File: src/gat_dbg_defines.svh
`ifndef GAT_DBG_DEFINES_SVH
`define GAT_DBG_DEFINES_SVH

// accelerator configuration as seen by the debug monitor.
`define GAT_H_NUM_SPARSE     12
`define GAT_SPPE_LANES       16
`define GAT_SPPE_W           12
`define GAT_SPPE_WATCH_LANE  2
`define GAT_WH_ADDR_W        14
`define GAT_FEAT_ADDR_W      16
`define GAT_FEAT_ADDR_LIMIT  43328

// capture FIFO sizing.
`define GAT_CAP_DEPTH        8
`define GAT_CAP_PTR_W        3
`define GAT_CAP_LEVEL_W      4
`define GAT_CAP_SEQ_W        5

`define GAT_DBG_ID           32'h00D7F244

// AXI4-Lite bus.
`define GAT_AXIL_ADDR_W      8
`define GAT_AXIL_DATA_W      32
`define GAT_AXI_RESP_OKAY    2'b00
`define GAT_AXI_RESP_SLVERR  2'b10

// register byte offsets.
`define REG_ID               8'h00
`define REG_STATUS           8'h04
`define REG_SM_COUNT         8'h08
`define REG_NUM_SPARSE       8'h0C
`define REG_WATCH0           8'h10
`define REG_WATCH1           8'h14
`define REG_CTRL             8'h18
`define REG_CAP_LEVEL        8'h1C
`define REG_CAP_DATA         8'h20

`endif
File: src/gat_dbg_pkg.sv
`default_nettype none

`include "gat_dbg_defines.svh"

package gat_dbg_pkg;

  // valid/ready pair of one compute stage.
  typedef struct packed {
    logic vld;
    logic rdy;
  } stage_hs_t;

  typedef struct packed {
    stage_hs_t spmm;
    stage_hs_t dmvm;
    stage_hs_t sm;
    stage_hs_t aggr;
  } stage_bus_t;

  // layout matches the STATUS register with cap_overflow in bit 0.
  typedef struct packed {
    stage_bus_t hs_seen;
    logic       feat_wr_seen;
    logic       feat_over_limit;
    logic       cap_overflow;
  } sticky_t;

  typedef struct packed {
    logic                          ena;
    logic [`GAT_FEAT_ADDR_W-1:0]   addr;
  } feat_wr_t;

  // one 32-bit word that CAP_DATA returns as is.
  typedef struct packed {
    logic                          watch_hit;
    logic [`GAT_WH_ADDR_W-1:0]     addr;
    logic [`GAT_SPPE_W-1:0]        lane;
    logic [`GAT_CAP_SEQ_W-1:0]     seq;
  } capture_rec_t;

  typedef struct packed {
    logic [`GAT_AXIL_ADDR_W-1:0]   awaddr;
    logic                          awvalid;
    logic [`GAT_AXIL_DATA_W-1:0]   wdata;
    logic [`GAT_AXIL_DATA_W/8-1:0] wstrb;
    logic                          wvalid;
    logic                          bready;
    logic [`GAT_AXIL_ADDR_W-1:0]   araddr;
    logic                          arvalid;
    logic                          rready;
  } axil_req_t;

  typedef struct packed {
    logic                          awready;
    logic                          wready;
    logic [1:0]                    bresp;
    logic                          bvalid;
    logic                          arready;
    logic [`GAT_AXIL_DATA_W-1:0]   rdata;
    logic [1:0]                    rresp;
    logic                          rvalid;
  } axil_rsp_t;

endpackage

`default_nettype wire

File: src/gat_debug_top.sv
`timescale 1ns/100ps
`default_nettype none

`include "gat_dbg_defines.svh"

module gat_debug_top (
  input  wire logic                                        clk,
  input  wire logic                                        rst_n,
  input  wire gat_dbg_pkg::axil_req_t                      axil_req_i,
  input  wire gat_dbg_pkg::stage_bus_t                     stages_i,
  input  wire logic [`GAT_WH_ADDR_W-1:0]                   wh_addr_i,
  input  wire logic [`GAT_SPPE_LANES-1:0][`GAT_SPPE_W-1:0] sppe_i,
  input  wire gat_dbg_pkg::feat_wr_t                       feat_wr_i,
  output gat_dbg_pkg::axil_rsp_t                           axil_rsp_o
);

  gat_dbg_pkg::sticky_t          sticky;
  logic [31:0]                   sm_count;
  gat_dbg_pkg::capture_rec_t     cap_rec;
  logic                          cap_push;
  gat_dbg_pkg::capture_rec_t     cap_head;
  logic                          cap_full;
  logic                          cap_empty;
  logic [`GAT_CAP_LEVEL_W-1:0]   cap_level;
  logic                          cap_pop;
  logic [`GAT_WH_ADDR_W-1:0]     watch0;
  logic [`GAT_WH_ADDR_W-1:0]     watch1;
  logic                          clear;

  stage_event_monitor u_stage_event_monitor (
    .clk        (clk),
    .rst_n      (rst_n),
    .stages_i   (stages_i),
    .wh_addr_i  (wh_addr_i),
    .sppe_i     (sppe_i),
    .feat_wr_i  (feat_wr_i),
    .watch0_i   (watch0),
    .watch1_i   (watch1),
    .clear_i    (clear),
    .cap_full_i (cap_full),
    .sticky_o   (sticky),
    .sm_count_o (sm_count),
    .cap_rec_o  (cap_rec),
    .cap_push_o (cap_push)
  );

  capture_fifo #(
    .payload_t (gat_dbg_pkg::capture_rec_t)
  ) u_capture_fifo (
    .clk         (clk),
    .rst_n       (rst_n),
    .push_i      (cap_push),
    .push_data_i (cap_rec),
    .pop_i       (cap_pop),
    .pop_data_o  (cap_head),
    .full_o      (cap_full),
    .empty_o     (cap_empty),
    .level_o     (cap_level)
  );

  dbg_axil_regs u_dbg_axil_regs (
    .clk         (clk),
    .rst_n       (rst_n),
    .axil_req_i  (axil_req_i),
    .sticky_i    (sticky),
    .sm_count_i  (sm_count),
    .cap_data_i  (cap_head),
    .cap_empty_i (cap_empty),
    .cap_level_i (cap_level),
    .axil_rsp_o  (axil_rsp_o),
    .watch0_o    (watch0),
    .watch1_o    (watch1),
    .clear_o     (clear),
    .cap_pop_o   (cap_pop)
  );

endmodule

`default_nettype wire

File: src/dbg_axil_regs.sv
`timescale 1ns/100ps
`default_nettype none

`include "gat_dbg_defines.svh"

module dbg_axil_regs (
  input  wire logic                          clk,
  input  wire logic                          rst_n,
  input  wire gat_dbg_pkg::axil_req_t        axil_req_i,
  input  wire gat_dbg_pkg::sticky_t          sticky_i,
  input  wire logic [31:0]                   sm_count_i,
  input  wire gat_dbg_pkg::capture_rec_t     cap_data_i,
  input  wire logic                          cap_empty_i,
  input  wire logic [`GAT_CAP_LEVEL_W-1:0]   cap_level_i,
  output gat_dbg_pkg::axil_rsp_t             axil_rsp_o,
  output logic [`GAT_WH_ADDR_W-1:0]          watch0_o,
  output logic [`GAT_WH_ADDR_W-1:0]          watch1_o,
  output logic                               clear_o,
  output logic                               cap_pop_o
);

  logic [`GAT_WH_ADDR_W-1:0]   watch0_q;
  logic [`GAT_WH_ADDR_W-1:0]   watch1_q;
  logic                        bvalid_q;
  logic [1:0]                  bresp_q;
  logic                        rvalid_q;
  logic [1:0]                  rresp_q;
  logic [`GAT_AXIL_DATA_W-1:0] rdata_q;

  logic                        aw_hs;
  logic                        ar_hs;
  logic                        full_strb;
  logic                        wr_watch0;
  logic                        wr_watch1;
  logic                        wr_ctrl;
  logic [1:0]                  wr_resp;
  logic [`GAT_AXIL_DATA_W-1:0] rd_data;
  logic [1:0]                  rd_resp;
  logic                        rd_pop;

  // one transaction of each kind at a time. a pending response blocks the next.
  assign aw_hs     = axil_req_i.awvalid && axil_req_i.wvalid && !bvalid_q;
  assign ar_hs     = axil_req_i.arvalid && !rvalid_q;
  assign full_strb = &axil_req_i.wstrb;

  always_comb begin
    wr_watch0 = 1'b0;
    wr_watch1 = 1'b0;
    wr_ctrl   = 1'b0;
    wr_resp   = `GAT_AXI_RESP_OKAY;
    case (axil_req_i.awaddr)
      `REG_WATCH0: wr_watch0 = 1'b1;
      `REG_WATCH1: wr_watch1 = 1'b1;
      `REG_CTRL:   wr_ctrl   = 1'b1;
      // read-only and unmapped offsets alike.
      default:     wr_resp   = `GAT_AXI_RESP_SLVERR;
    endcase
  end

  always_comb begin
    rd_data = '0;
    rd_resp = `GAT_AXI_RESP_OKAY;
    rd_pop  = 1'b0;
    case (axil_req_i.araddr)
      `REG_ID:         rd_data = `GAT_DBG_ID;
      `REG_STATUS:     rd_data = 32'(sticky_i);
      `REG_SM_COUNT:   rd_data = sm_count_i;
      `REG_NUM_SPARSE: rd_data = 32'(`GAT_H_NUM_SPARSE);
      `REG_WATCH0:     rd_data = 32'(watch0_q);
      `REG_WATCH1:     rd_data = 32'(watch1_q);
      `REG_CTRL:       rd_data = '0;
      `REG_CAP_LEVEL:  rd_data = 32'(cap_level_i);
      `REG_CAP_DATA: begin
        if (cap_empty_i) begin
          rd_resp = `GAT_AXI_RESP_SLVERR;
        end else begin
          rd_data = cap_data_i;
          rd_pop  = 1'b1;
        end
      end
      default:         rd_resp = `GAT_AXI_RESP_SLVERR;
    endcase
  end

  // both pulses act at the accept edge itself.
  assign clear_o   = aw_hs && wr_ctrl && full_strb && axil_req_i.wdata[0];
  assign cap_pop_o = ar_hs && rd_pop;

  always_ff @(posedge clk or negedge rst_n) begin
    if (!rst_n) begin
      watch0_q <= '0;
      watch1_q <= '0;
      bvalid_q <= 1'b0;
      rvalid_q <= 1'b0;
    end else begin
      if (aw_hs && full_strb && wr_watch0) begin
        watch0_q <= axil_req_i.wdata[`GAT_WH_ADDR_W-1:0];
      end
      if (aw_hs && full_strb && wr_watch1) begin
        watch1_q <= axil_req_i.wdata[`GAT_WH_ADDR_W-1:0];
      end
      if (aw_hs) begin
        bvalid_q <= 1'b1;
      end else if (axil_req_i.bready) begin
        bvalid_q <= 1'b0;
      end
      if (ar_hs) begin
        rvalid_q <= 1'b1;
      end else if (axil_req_i.rready) begin
        rvalid_q <= 1'b0;
      end
    end
  end

  always_ff @(posedge clk) begin
    if (aw_hs) begin
      bresp_q <= wr_resp;
    end
    if (ar_hs) begin
      rdata_q <= rd_data;
      rresp_q <= rd_resp;
    end
  end

  always_comb begin
    axil_rsp_o.awready = !bvalid_q;
    axil_rsp_o.wready  = !bvalid_q;
    axil_rsp_o.bresp   = bresp_q;
    axil_rsp_o.bvalid  = bvalid_q;
    axil_rsp_o.arready = !rvalid_q;
    axil_rsp_o.rdata   = rdata_q;
    axil_rsp_o.rresp   = rresp_q;
    axil_rsp_o.rvalid  = rvalid_q;
  end

  assign watch0_o = watch0_q;
  assign watch1_o = watch1_q;

endmodule

`default_nettype wire

File: src/capture_fifo.sv
`timescale 1ns/100ps
`default_nettype none

`include "gat_dbg_defines.svh"

module capture_fifo #(
  parameter type payload_t = gat_dbg_pkg::capture_rec_t
) (
  input  wire logic                         clk,
  input  wire logic                         rst_n,
  input  wire logic                         push_i,
  input  wire payload_t                     push_data_i,
  input  wire logic                         pop_i,
  output payload_t                          pop_data_o,
  output logic                              full_o,
  output logic                              empty_o,
  output logic [`GAT_CAP_LEVEL_W-1:0]       level_o
);

  localparam int DEPTH = `GAT_CAP_DEPTH;
  localparam int PTR_W = `GAT_CAP_PTR_W;
  localparam int LVL_W = `GAT_CAP_LEVEL_W;

  payload_t             mem_q [DEPTH];
  logic [PTR_W-1:0]     wr_ptr_q;
  logic [PTR_W-1:0]     rd_ptr_q;
  logic [LVL_W-1:0]     level_q;

  logic do_push;
  logic do_pop;

  function automatic logic [PTR_W-1:0] next_ptr(input logic [PTR_W-1:0] ptr);
    next_ptr = (ptr == PTR_W'(DEPTH - 1)) ? '0 : ptr + 1'b1;
  endfunction

  assign full_o  = (level_q == LVL_W'(DEPTH));
  assign empty_o = (level_q == '0);

  assign do_push = push_i && !full_o;
  assign do_pop  = pop_i && !empty_o;

  always_ff @(posedge clk) begin
    if (do_push) begin
      mem_q[wr_ptr_q] <= push_data_i;
    end
  end

  always_ff @(posedge clk or negedge rst_n) begin
    if (!rst_n) begin
      wr_ptr_q <= '0;
      rd_ptr_q <= '0;
      level_q  <= '0;
    end else begin
      if (do_push) begin
        wr_ptr_q <= next_ptr(wr_ptr_q);
      end
      if (do_pop) begin
        rd_ptr_q <= next_ptr(rd_ptr_q);
      end
      // push and pop together leave the level where it is.
      if (do_push && !do_pop) begin
        level_q <= level_q + 1'b1;
      end else if (do_pop && !do_push) begin
        level_q <= level_q - 1'b1;
      end
    end
  end

  // head entry is visible without a pop. its value is stale when empty.
  assign pop_data_o = mem_q[rd_ptr_q];
  assign level_o    = level_q;

endmodule

`default_nettype wire

File: src/stage_event_monitor.sv
`timescale 1ns/100ps
`default_nettype none

`include "gat_dbg_defines.svh"

module stage_event_monitor (
  input  wire logic                                        clk,
  input  wire logic                                        rst_n,
  input  wire gat_dbg_pkg::stage_bus_t                     stages_i,
  input  wire logic [`GAT_WH_ADDR_W-1:0]                   wh_addr_i,
  input  wire logic [`GAT_SPPE_LANES-1:0][`GAT_SPPE_W-1:0] sppe_i,
  input  wire gat_dbg_pkg::feat_wr_t                       feat_wr_i,
  input  wire logic [`GAT_WH_ADDR_W-1:0]                   watch0_i,
  input  wire logic [`GAT_WH_ADDR_W-1:0]                   watch1_i,
  input  wire logic                                        clear_i,
  input  wire logic                                        cap_full_i,
  output gat_dbg_pkg::sticky_t                             sticky_o,
  output logic [31:0]                                      sm_count_o,
  output gat_dbg_pkg::capture_rec_t                        cap_rec_o,
  output logic                                             cap_push_o
);

  gat_dbg_pkg::sticky_t       sticky_q;
  gat_dbg_pkg::sticky_t       sticky_d;
  logic [31:0]                sm_count_q;
  logic [`GAT_CAP_SEQ_W-1:0]  seq_q;

  logic hit0;
  logic hit1;
  logic match;
  logic feat_over;

  assign hit0  = (wh_addr_i == watch0_i);
  assign hit1  = (wh_addr_i == watch1_i);
  assign match = stages_i.spmm.rdy && (hit0 || hit1);

  assign feat_over = feat_wr_i.ena &&
                     (feat_wr_i.addr >= `GAT_FEAT_ADDR_W'(`GAT_FEAT_ADDR_LIMIT));

  // the flags only ever gain bits until a clear.
  always_comb begin
    sticky_d                 = sticky_q;
    sticky_d.hs_seen         = sticky_q.hs_seen | stages_i;
    sticky_d.feat_wr_seen    = sticky_q.feat_wr_seen | feat_wr_i.ena;
    sticky_d.feat_over_limit = sticky_q.feat_over_limit | feat_over;
    sticky_d.cap_overflow    = sticky_q.cap_overflow | (match && cap_full_i);
  end

  always_ff @(posedge clk or negedge rst_n) begin
    if (!rst_n) begin
      sticky_q <= '0;
    end else if (clear_i) begin
      sticky_q <= '0;
    end else begin
      sticky_q <= sticky_d;
    end
  end

  // softmax valid cycles wrap at 32 bits.
  always_ff @(posedge clk or negedge rst_n) begin
    if (!rst_n) begin
      sm_count_q <= '0;
    end else if (clear_i) begin
      sm_count_q <= '0;
    end else if (stages_i.sm.vld) begin
      sm_count_q <= sm_count_q + 32'd1;
    end
  end

  // seq counts every match, so a dropped record leaves a gap the host can see.
  always_ff @(posedge clk or negedge rst_n) begin
    if (!rst_n) begin
      seq_q <= '0;
    end else if (clear_i) begin
      seq_q <= '0;
    end else if (match) begin
      seq_q <= seq_q + 1'b1;
    end
  end

  // the record is formed in the match cycle and the FIFO registers it at
  // the same edge. watch0 wins when both registers hold the same address.
  always_comb begin
    cap_rec_o.watch_hit = !hit0;
    cap_rec_o.addr      = wh_addr_i;
    cap_rec_o.lane      = sppe_i[`GAT_SPPE_WATCH_LANE];
    cap_rec_o.seq       = seq_q;
  end

  assign cap_push_o = match && !cap_full_i;

  assign sticky_o   = sticky_q;
  assign sm_count_o = sm_count_q;

endmodule

`default_nettype wire

File: config.mk
export PLATFORM = sky130hd
export DESIGN_NAME = gat_debug_top
export DESIGN_NICKNAME = d
export VERILOG_FILES = /design/src/gat_dbg_pkg.sv /design/src/gat_debug_top.sv /design/src/dbg_axil_regs.sv /design/src/capture_fifo.sv /design/src/stage_event_monitor.sv
export VERILOG_INCLUDE_DIRS = /design/src
export SDC_FILE = /design/constraint.sdc
export NUM_CORES = 1
export LEC_CHECK = 0
export BUFFER_PORTS_ARGS = -buffer_cell sky130_fd_sc_hd__buf_4
export CAP_MARGIN = 20
export CELL_PAD_IN_SITES_DETAIL_PLACEMENT = 2
export CELL_PAD_IN_SITES_GLOBAL_PLACEMENT = 2
export CORE_MARGIN = 2
export CORE_UTILIZATION = 25
export DETAILED_ROUTE_END_ITERATION = 10
export PLACE_DENSITY_LB_ADDON = 0.2
export SLEW_MARGIN = 25
export SYNTH_ARGS = -nofsm -noshare
export SYNTH_HDL_FRONTEND = slang
export SYNTH_SLANG_ARGS = --single-unit
File: constraint.sdc
create_clock -name clk -period 7.2 [get_ports clk]
set_clock_uncertainty 0.05 [all_clocks]
set_input_delay 0.36 -clock clk [delete_from_list [all_inputs] [get_ports clk]]
set_output_delay 0.36 -clock clk [all_outputs]
set_load 0.05 [all_outputs]
==> results of run 1 <==
-- critical path: cells and delay by family --
family	cells	cell delay (ns)
and+or+nand+nor	3	1.91
AOI/OAI and AO/OA	1	0.79
buffers and inverters	3	1.23
xor gates and xnor gates	1	0.17
-- final cells by class --
type | instances | area (um2) | share of cell area [%]
Sequential cell | 378 | 10900 | 56.1
Multi-Input combinational cell | 487 | 4600 | 23.6
Timing Repair Buffer | 179 | 1440 | 7.41
Clock buffer | 62 | 1260 | 6.48
Tap cell | 837 | 1050 | 5.38
Clock inverter | 20 | 151 | 0.778
Inverter | 10 | 37.5 | 0.193
Antenna cell | 1 | 2.50 | 0.0129
-- repair_timing --
action                    CTS  global route
hold buffers               38             0
resized for setup           0             0
setup buffers               0             0
hold endpoints to repair  181             0
-- synthesized netlist by cell type, types with 4 or more instances --
library cell | count | share of area (%)
sky130_fd_sc_hd__edfxtp_1 | 290 | 55
sky130_fd_sc_hd__clkbuf_1 | 13 | 0.31
sky130_fd_sc_hd__nor4_1 | 8 | 0.32
sky130_fd_sc_hd__a21oi_1 | 12 | 0.38
sky130_fd_sc_hd__mux4_2 | 64 | 9.2
sky130_fd_sc_hd__mux2i_1 | 25 | 1.6
sky130_fd_sc_hd__mux2_2 | 45 | 3.2
sky130_fd_sc_hd__xnor2_1 | 12 | 0.67
sky130_fd_sc_hd__a22oi_1 | 12 | 0.57
sky130_fd_sc_hd__nor2_1 | 61 | 1.5
sky130_fd_sc_hd__o211ai_1 | 7 | 0.33
sky130_fd_sc_hd__or3_1 | 6 | 0.24
sky130_fd_sc_hd__buf_1 | 5 | 0.12
sky130_fd_sc_hd__dfrtp_1 | 88 | 14
sky130_fd_sc_hd__a222oi_1 | 4 | 0.25
sky130_fd_sc_hd__a221o_1 | 10 | 0.64
sky130_fd_sc_hd__o21ai_0 | 26 | 0.83
sky130_fd_sc_hd__a221oi_1 | 4 | 0.22
sky130_fd_sc_hd__buf_2 | 17 | 0.54
sky130_fd_sc_hd__inv_1 | 10 | 0.24
sky130_fd_sc_hd__ha_1 | 9 | 0.72
sky130_fd_sc_hd__nand4_1 | 18 | 0.72
sky130_fd_sc_hd__xor2_1 | 46 | 2.6
sky130_fd_sc_hd__nor3_1 | 7 | 0.22
sky130_fd_sc_hd__nand2_1 | 37 | 0.88
sky130_fd_sc_hd__buf_4 | 9 | 0.43
sky130_fd_sc_hd__nand3_1 | 16 | 0.51
sky130_fd_sc_hd__and3_1 | 6 | 0.24
-- cell families after synthesis --
logic type | Yosys count | synth area share [%]
AO/OA/AOI/OAI | 90 | 4.05
XOR/XNOR | 58 | 3.23
adder cells (fa/ha/maj) | 10 | 0.844
buffers and inverters | 55 | 1.67
flip-flops | 378 | 69.4
multiplexers | 134 | 14.0
other | 1 | 0.0239
AND/OR/NAND/NOR | 193 | 6.74
-- registers in the layout, indices dropped and copies added (netlist names), 4 cells and up --
signal / count
u_stage_event_monitor.seq_q: 5
u_stage_event_monitor.sticky_o: 11
u_capture_fifo.mem_q: 256
u_dbg_axil_regs.watch1_o: 14
u_dbg_axil_regs.watch0_o: 14
u_capture_fifo.level_o: 4
u_stage_event_monitor.sm_count_o: 32
u_dbg_axil_regs.rdata_q: 32
-- metal layers --
layer  global-route usage (%)  up-vias  wire length (um)
met5                        0        -                16
met4                     3.71        2               787
met3                     2.34       56              1780
met2                     24.7      143             23000
met1                     21.6     4829             22900
li1                         -     3982                 -
-- power breakdown --
part / switching (mW) / internal [mW] / total [mW]
sequential: 0.0401 / 2.38 / 2.42
combinational: 0.162 / 0.0946 / 0.257
clock: 0.912 / 1.29 / 2.20
-- metrics by stage --
stage / area, um2 / std cells
finish: 19500 / 1974
global route: 19500 / 1974
CTS: 19400 / 1973
detailed placement: 17700 / 1853
global placement: 17600 / 1853
floorplan: 15700 / 920
-- path summary, 6_finish.rpt --
check / slack, ns / cells past startpoint / to / from
min in group asynchronous: 0.20 / 2 / u_capture_fifo.wr_ptr_q[1]$_DFFE_PN0P_ / rst_n
max reg2reg: 2.99 / 6 / u_capture_fifo.mem_q[3][23]$_DFFE_PP_ / u_dbg_axil_regs.watch0_o[2]$_DFFE_PN0P_
min reg2reg: 0.45 / 2 / u_stage_event_monitor.sticky_o[3]$_DFF_PN0_ / u_stage_event_monitor.sticky_o[3]$_DFF_PN0_
max in group asynchronous: 5.86 / 3 / u_capture_fifo.rd_ptr_q[0]$_DFFE_PN0P_ / rst_n
min: 0.03 / 2 / u_dbg_axil_regs.watch1_o[2]$_DFFE_PN0P_ / axil_req_i[18]
max: 2.89 / 8 / u_capture_fifo.mem_q[3][23]$_DFFE_PP_ / wh_addr_i[1]
==> impl.org, run 1 <==
** Worst setup path
- STA classifies the critical path endpoint as a flip-flop.
- The worst setup path is launched from an input pin.
- Worst-path fanout max :: 20
- The cell that appears most often on the critical path is sky130_fd_sc_hd__buf_4.
- In this design, the stage delay of the slowest critical-path cell is approximately 0.80 ns.
- Classification of the worst setup path :: in -> reg
- Worst endpoint required time :: 7.38 ns
- Traced cell by cell, the critical path runs through dlygate4sd3_1 -> buf_4 -> xor2_1 -> nor4_1 -> nand4_1 -> a21oi_2 -> and4b_2 -> buf_4.
- CP max-delay cell :: sky130_fd_sc_hd__and4b_2
- Data on the critical path arrives at its endpoint at approximately 4.5 ns.

** Drt
- Average routed wire per standard cell :: approximately 25 um
- Post-detailed-route via-to-cell ratio :: 4.57
- Starting DRC count in detailed routing :: 473
- Via count of the routed design :: around 9000
- First-pass iteration count of the detailed router :: 5
- Antenna viol nets, final :: 0
- Wires add up to ~48 mm.
- In the routed design, unresolved DRC markers number 0.

** Yosys
- The cell area that synthesis handed to floorplanning was about 16000 um2.
- Sequential elements use a little over two thirds of the synthesized area.
- Count of cell types in the netlist :: 61
- Post-synthesis instance total :: around 920
- After synthesis, the mean cell area works out to 17.1 um2.
- Ys async rst share :: around a quarter
- Primary FF master, synth :: sky130_fd_sc_hd__edfxtp_1
- Post-synth EDFFs :: between 200 and 300
- After synthesis the netlist holds a flip-flop and latch count of 378.
- Warning count from the yosys run :: 0

** Timing
- Measured against its own limit, the worst slew margin works out to 35.6%.
- Setup total negative slack on the finished layout was measured at 0 ns.
- Achievable clock frequency :: ~230 MHz
- The number of pins exceeding their max-slew limit in the final report came to 0.
- The number of hold-slack violations in the final timing report came to 0.
- Setup violations remaining at the end of the flow were counted as 0.
- Setup repair after global routing missed its margin :: false
- Dividing the final minimum period by the clock period gives 59.9%.
- Min cycle time layout :: between 4 and 5 ns
- Least setup slack across all paths after layout :: 2.89 ns
- The tightest hold path in the finished design has a slack of approximately 0.031 ns.
- At the pin with the least slew margin, the transition time is about 0.96 ns.

** CTS
- Total clock buffers created by CTS :: 44
- Deepest level of the CTS H-tree :: 2
- TritonCTS built the clock tree.
- After clock tree synthesis, the clock-pin slew on the worst setup and hold paths is roughly 0.050 ns.
- Maximum buffer depth of the clock tree :: 3
- Clock tree synthesis found a total of 378 sinks.
- CTS root buf :: sky130_fd_sc_hd__clkbuf_16
- Clock latency reported for the late side of the worst-skew pair :: 0.57 ns

** Floorplan
- The region available for standard cell placement spans 61900 um2.
- Total I/O pin count :: approximately 330
- Horizontal die dimension :: roughly 250 um
- Initial core utilization :: between 20% and 30%
- Row Count :: between 90 and 100
- In this run the vertical extent of the chip is 255 um.
- The die covers around 65000 um2.

** Placed design
- Final RePlAce weighted congestion :: 0.729
- At the placement stage, the worst setup path has a slack of between 2 and 2.5 ns.
- Buffers on Ports :: about 120
- Detailed placement ended at an HPWL of 31.3 mm.

** Global route
- First-pass GRT wire length :: between 70 and 80 mm
- Vias in the first global route :: between 10000 and 15000
- Global route total overflow :: 0
- Maximum number of pins on one net before global-route repair :: 67
- Number of antenna violations at the first check in global routing :: 2
- GRT Total Usage :: between 10% and 20%

** Power and ir drop
- Power Density :: 251 nW/um2
- VDD sags by at most 0.139 mV.
- Post-layout power :: ~4.9 mW
- Leakage power :: between 6 and 7 nW

** Final layout
- Proportion of layout cells with a drive suffix above 1 :: approximately 30%
- Most common cell after layout, fill and taps aside :: sky130_fd_sc_hd__edfxtp_1
- Leading cell types in the layout, fill and taps excluded :: 290 x sky130_fd_sc_hd__edfxtp_1, 140 x sky130_fd_sc_hd__buf_4, 85 x sky130_fd_sc_hd__dfrtp_1
- Synth-to-Final Area Change :: 23.9%
- Utilization of the core after routing :: a little under a third
- For this run, the post-layout net count is 1400.
- The filler cells instantiated in the layout total approximately 6400.

** Min path
- In this run the worst hold path is classified as in -> reg.

** Run
- Max-cap check violation count :: 0

** Run status
- Status :: finished clean
No activity file was read; power rests on OpenSTA's default activity.
==> run 2, diff against run 1 <==
==> constraint.sdc (replaced) <==
create_clock -name clk -period 3.7 [get_ports clk]
set_clock_uncertainty 0.05 [all_clocks]
set_input_delay 0.185 -clock clk [delete_from_list [all_inputs] [get_ports clk]]
set_output_delay 0.185 -clock clk [all_outputs]
set_load 0.05 [all_outputs]
==> run 2 against run 1 <==
Net effect:
- global-route usage about the same
- total power increased by 92%
- largest cell class unchanged
- highest routed layer unchanged
- sequential power increased by 95%
==> impl.org, run 2 (synthesis gave the netlist of run 1 again) <==
** Run status
- Status :: finished clean (unchanged)

** Worst setup path
- Worst R2R Start :: u_dbg_axil_regs.watch1_o[6]$_DFFE_PN0P_ (was u_dbg_axil_regs.watch0_o[2]$_DFFE_PN0P_)
- The kind of launch point of the worst setup path is a flip-flop (was input pin).
- Worst endpoint required time :: 4.11 ns (was 7.38 ns)
- Classification of the worst setup path :: reg -> reg (was in -> reg)
- The reg-to-reg endpoint is u_capture_fifo.level_o[3]$_DFFE_PN0P_ (was u_capture_fifo.mem_q[3][23]$_DFFE_PP_).
- The length in cells of the worst reg-to-reg path is 12 (was 6).
- The register-to-register setup slack came to 0.59 ns (was 2.99 ns).
- The maximum net fanout on the critical path is 3 (was 20).
- The arrival time of data at the critical path endpoint came to 3.52 ns (was 4.49 ns).
- Element type at the critical path end :: flip-flop (unchanged)

** CTS
- The clock-pin slew on the worst setup and hold paths was 0.06 ns (was 0.05 ns).
- Maximum buffer depth of the clock tree :: 3 (unchanged)
- Clock latency reported for the late side of the worst-skew pair :: 0.58 ns (was 0.57 ns)
- The number of clock buffers inserted by TritonCTS is 44 (unchanged).
- CTS root buf :: sky130_fd_sc_hd__clkbuf_16 (unchanged)
- The buffer count from post-CTS setup fixing is 0 (unchanged).
- Clock sink total :: 378 (unchanged)
- Post-CTS resize count :: 0 (unchanged)
- The CTS tree is built (unchanged).
- The number of buffers added to fix hold violations after cts came to 65 (was 38).
- Deepest level of the CTS H-tree :: 2 (unchanged)

** Power and ir drop
- The power per standard cell area came to 469 nW/um2 (was 251 nW/um2).
- Post-layout power :: 9.36 mW (was 4.88 mW)
- The reported leakage power came to 7.11 nW (was 6.91 nW).
- Worst supply voltage drop on vdd :: 0.292 mV (was 0.139 mV)

** Floorplan
- The placeable core area is 61900 um2 (unchanged).
- Row Count :: 91 (unchanged)
- The horizontal extent of the die is 255 um (unchanged).
- The area of the die was 64900 um2 (unchanged).
- The initial core utilization is 25.4% (unchanged).
- The y dimension of the die is 255 um (unchanged).
- Total I/O pin count :: 331 (unchanged)

** Timing
- The number of pins exceeding their max-slew limit in the final report was 0 (unchanged).
- The final setup violation count came to 0 (unchanged).
- The relative slew slack was 33.4% (was 35.6%).
- Tcrit/Tclk final :: 84.1%
- Derived from the worst setup path, the maximum achievable clock frequency is about 320 MHz.
- The number of hold-slack violations in the final timing report is 0 (unchanged).
- Worst Max-Slew Pin Slew :: 0.997 ns (was 0.964 ns)
- For the finished layout, the period the worst path requires is about 3.1 ns.
- Setup repair after global routing missed its margin :: false (unchanged)
- Sum Neg Setup Slack :: 0 ns (unchanged)

** Final layout
- The total non-filler cell area in the finished layout is 20000 um2 (was 19500 um2).
- Max reg flops :: 256 (unchanged)
- Top reg by flops :: u_capture_fifo.mem_q (unchanged)
- The most common library cell in the layout ignoring fill and taps is sky130_fd_sc_hd__edfxtp_1 (unchanged).
- Leading cell types in the layout, fill and taps excluded: 290 x sky130_fd_sc_hd__edfxtp_1, 148 x sky130_fd_sc_hd__buf_4, 85 x sky130_fd_sc_hd__dfrtp_1 (was 290 x sky130_fd_sc_hd__edfxtp_1, 140 x sky130_fd_sc_hd__buf_4, 85 x sky130_fd_sc_hd__dfrtp_1).
- Synth-to-Final Area Change :: 27.2% (was 23.9%)
- The fraction of final layout cells with drive strength greater than 1 was 29.9% (was 29.8%).
- The count of inserted antenna diode cells came to 0 (was 1).
- Final-stage net count :: 1448 (was 1400)

** Min path
- Class of the worst hold path :: in -> reg (unchanged)
- Number of cells on the worst hold path :: 3 (was 2)
- The sink of the worst hold path was u_dbg_axil_regs.bresp_q[1]$_DFFE_PP_ (was u_dbg_axil_regs.watch1_o[2]$_DFFE_PN0P_).
- Min-Delay Startpoint :: axil_req_i[11] (was axil_req_i[18])

** Placed design
- The half-perimeter wire length after placement was 32.2 mm (was 31.3 mm).
- The placement-stage cell area is 18000 um2 (was 17700 um2).
- Final RePlAce weighted congestion :: 0.706 (was 0.729)
- The port buffer count came to 124 (unchanged).

** Drt
- The post-route antenna net violation count is 0 (unchanged).
- Post-detailed-route via-to-cell ratio :: 4.58 (was 4.57)
- Post-detailed-routing wire length :: 48.6 mm (was 48.4 mm)
- Via count of the routed design :: 9248 (was 9012)
- Average routed wire per standard cell :: 24.1 um (was 24.5 um)
- First-pass iteration count of the detailed router :: 5 (unchanged)
- Starting DRC count in detailed routing :: 486 (was 473)
- The number of DRC violations after detailed routing was 0 (unchanged).

** Run
- Max-cap check violation count :: 0 (unchanged)

** Global route
- The total routing resource utilization after global routing was 15.3% (about the same).
- Maximum number of pins on one net before global-route repair :: 61 (was 67)
- Vias in the first global route :: 10400 (was 10100)
- GRT met2 Usage :: 25.4% (was 24.7%)
- The overall overflow remaining after global route is 0 (unchanged).
- Number of antenna violations at the first check in global routing :: 4 (was 2)
- The met3 track utilization from global routing came to 2.64% (was 2.34%).
- The first-pass GRT wire length was 71.2 mm (was 71.1 mm).
- The busiest layer in global routing is met2 (unchanged).
- The routing usage on met1 is 20.4% (was 21.6%).
run 2: cell count changes in the layout (fill, tap and decap cells not counted), sizes merged:
cell         change
clkbuf           +3
clkinv           -3
clkinvlp         +2
bufinv           -2
diode            -1
buf             +20
dlygate4sd3     +27
run 2: cell type report:
type | count | area [um2]
clock buffer | 64 | 1260
multi-input combinational | 487 | 4590
sequential | 378 | 10900
inverter | 10 | 37.5
tap | 837 | 1050
timing repair buffer | 227 | 2030
fill | 6319 | 42000
clock inverter | 17 | 92.6
run 2: where the power goes:
part	total [mW]	switching [mW]	internal (mW)
registers	4.71	0.0796	4.63
logic	0.520	0.320	0.200
clock network	4.13	1.77	2.36
total	9.36	2.17	7.19
run 2: worst max-delay path by stage:
stage	startpoint	to	slack, ns	cells after the start
2_1_floorplan	u_dbg_axil_regs.rvalid_q$_DFFE_PN0P_	u_capture_fifo.level_o[3]$_DFFE_PN0P_	0.01	11
3_3_place_gp	u_dbg_axil_regs.watch1_o[6]$_DFFE_PN0P_	u_capture_fifo.level_o[3]$_DFFE_PN0P_	0.57	12
3_5_place_dp	u_dbg_axil_regs.watch1_o[6]$_DFFE_PN0P_	u_capture_fifo.level_o[3]$_DFFE_PN0P_	0.55	12
4_1_cts	u_dbg_axil_regs.watch1_o[6]$_DFFE_PN0P_	u_capture_fifo.level_o[3]$_DFFE_PN0P_	0.52	12
5_1_grt	u_dbg_axil_regs.watch1_o[6]$_DFFE_PN0P_	u_capture_fifo.level_o[3]$_DFFE_PN0P_	0.31	12
6_report	u_dbg_axil_regs.watch1_o[6]$_DFFE_PN0P_	u_capture_fifo.level_o[3]$_DFFE_PN0P_	0.59	12
run 2: metal layers:
layer / part of all wire (%) / vias up
met5: 0.053 / -
met4: 2.5 / 4
met3: 3.5 / 66
met2: 49 / 155
met1: 45 / 4944
li1: - / 4079
run 2: stage by stage:
stage	hold WS (ns)	instances	utilization [%]	setup WS, ns
4_1_cts	0.0150	2019	32.2	0.515
3_5_place_dp	0.213	1873	29.0	0.553
5_1_grt	0.0832	2020	32.3	0.308
2_1_floorplan	-0.161	920	-	0.0127
3_3_place_gp	0.214	1873	29.0	0.575
6_report	0.0537	2020	32.3	0.589
run 2: worst max-delay path: stages, from the launching register on:
cell                      delay, ns
sky130_fd_sc_hd__dfrtp_1       0.43
sky130_fd_sc_hd__xor2_1        0.17
sky130_fd_sc_hd__nor4_1        0.37
sky130_fd_sc_hd__nand4_1       0.21
sky130_fd_sc_hd__a21oi_1       0.41
sky130_fd_sc_hd__ha_1          0.28
sky130_fd_sc_hd__inv_1         0.10
sky130_fd_sc_hd__ha_1          0.29
sky130_fd_sc_hd__a21o_1        0.18
sky130_fd_sc_hd__a21oi_1       0.17
sky130_fd_sc_hd__xnor2_1       0.13
sky130_fd_sc_hd__nor2_1        0.07
sky130_fd_sc_hd__xor2_1        0.14
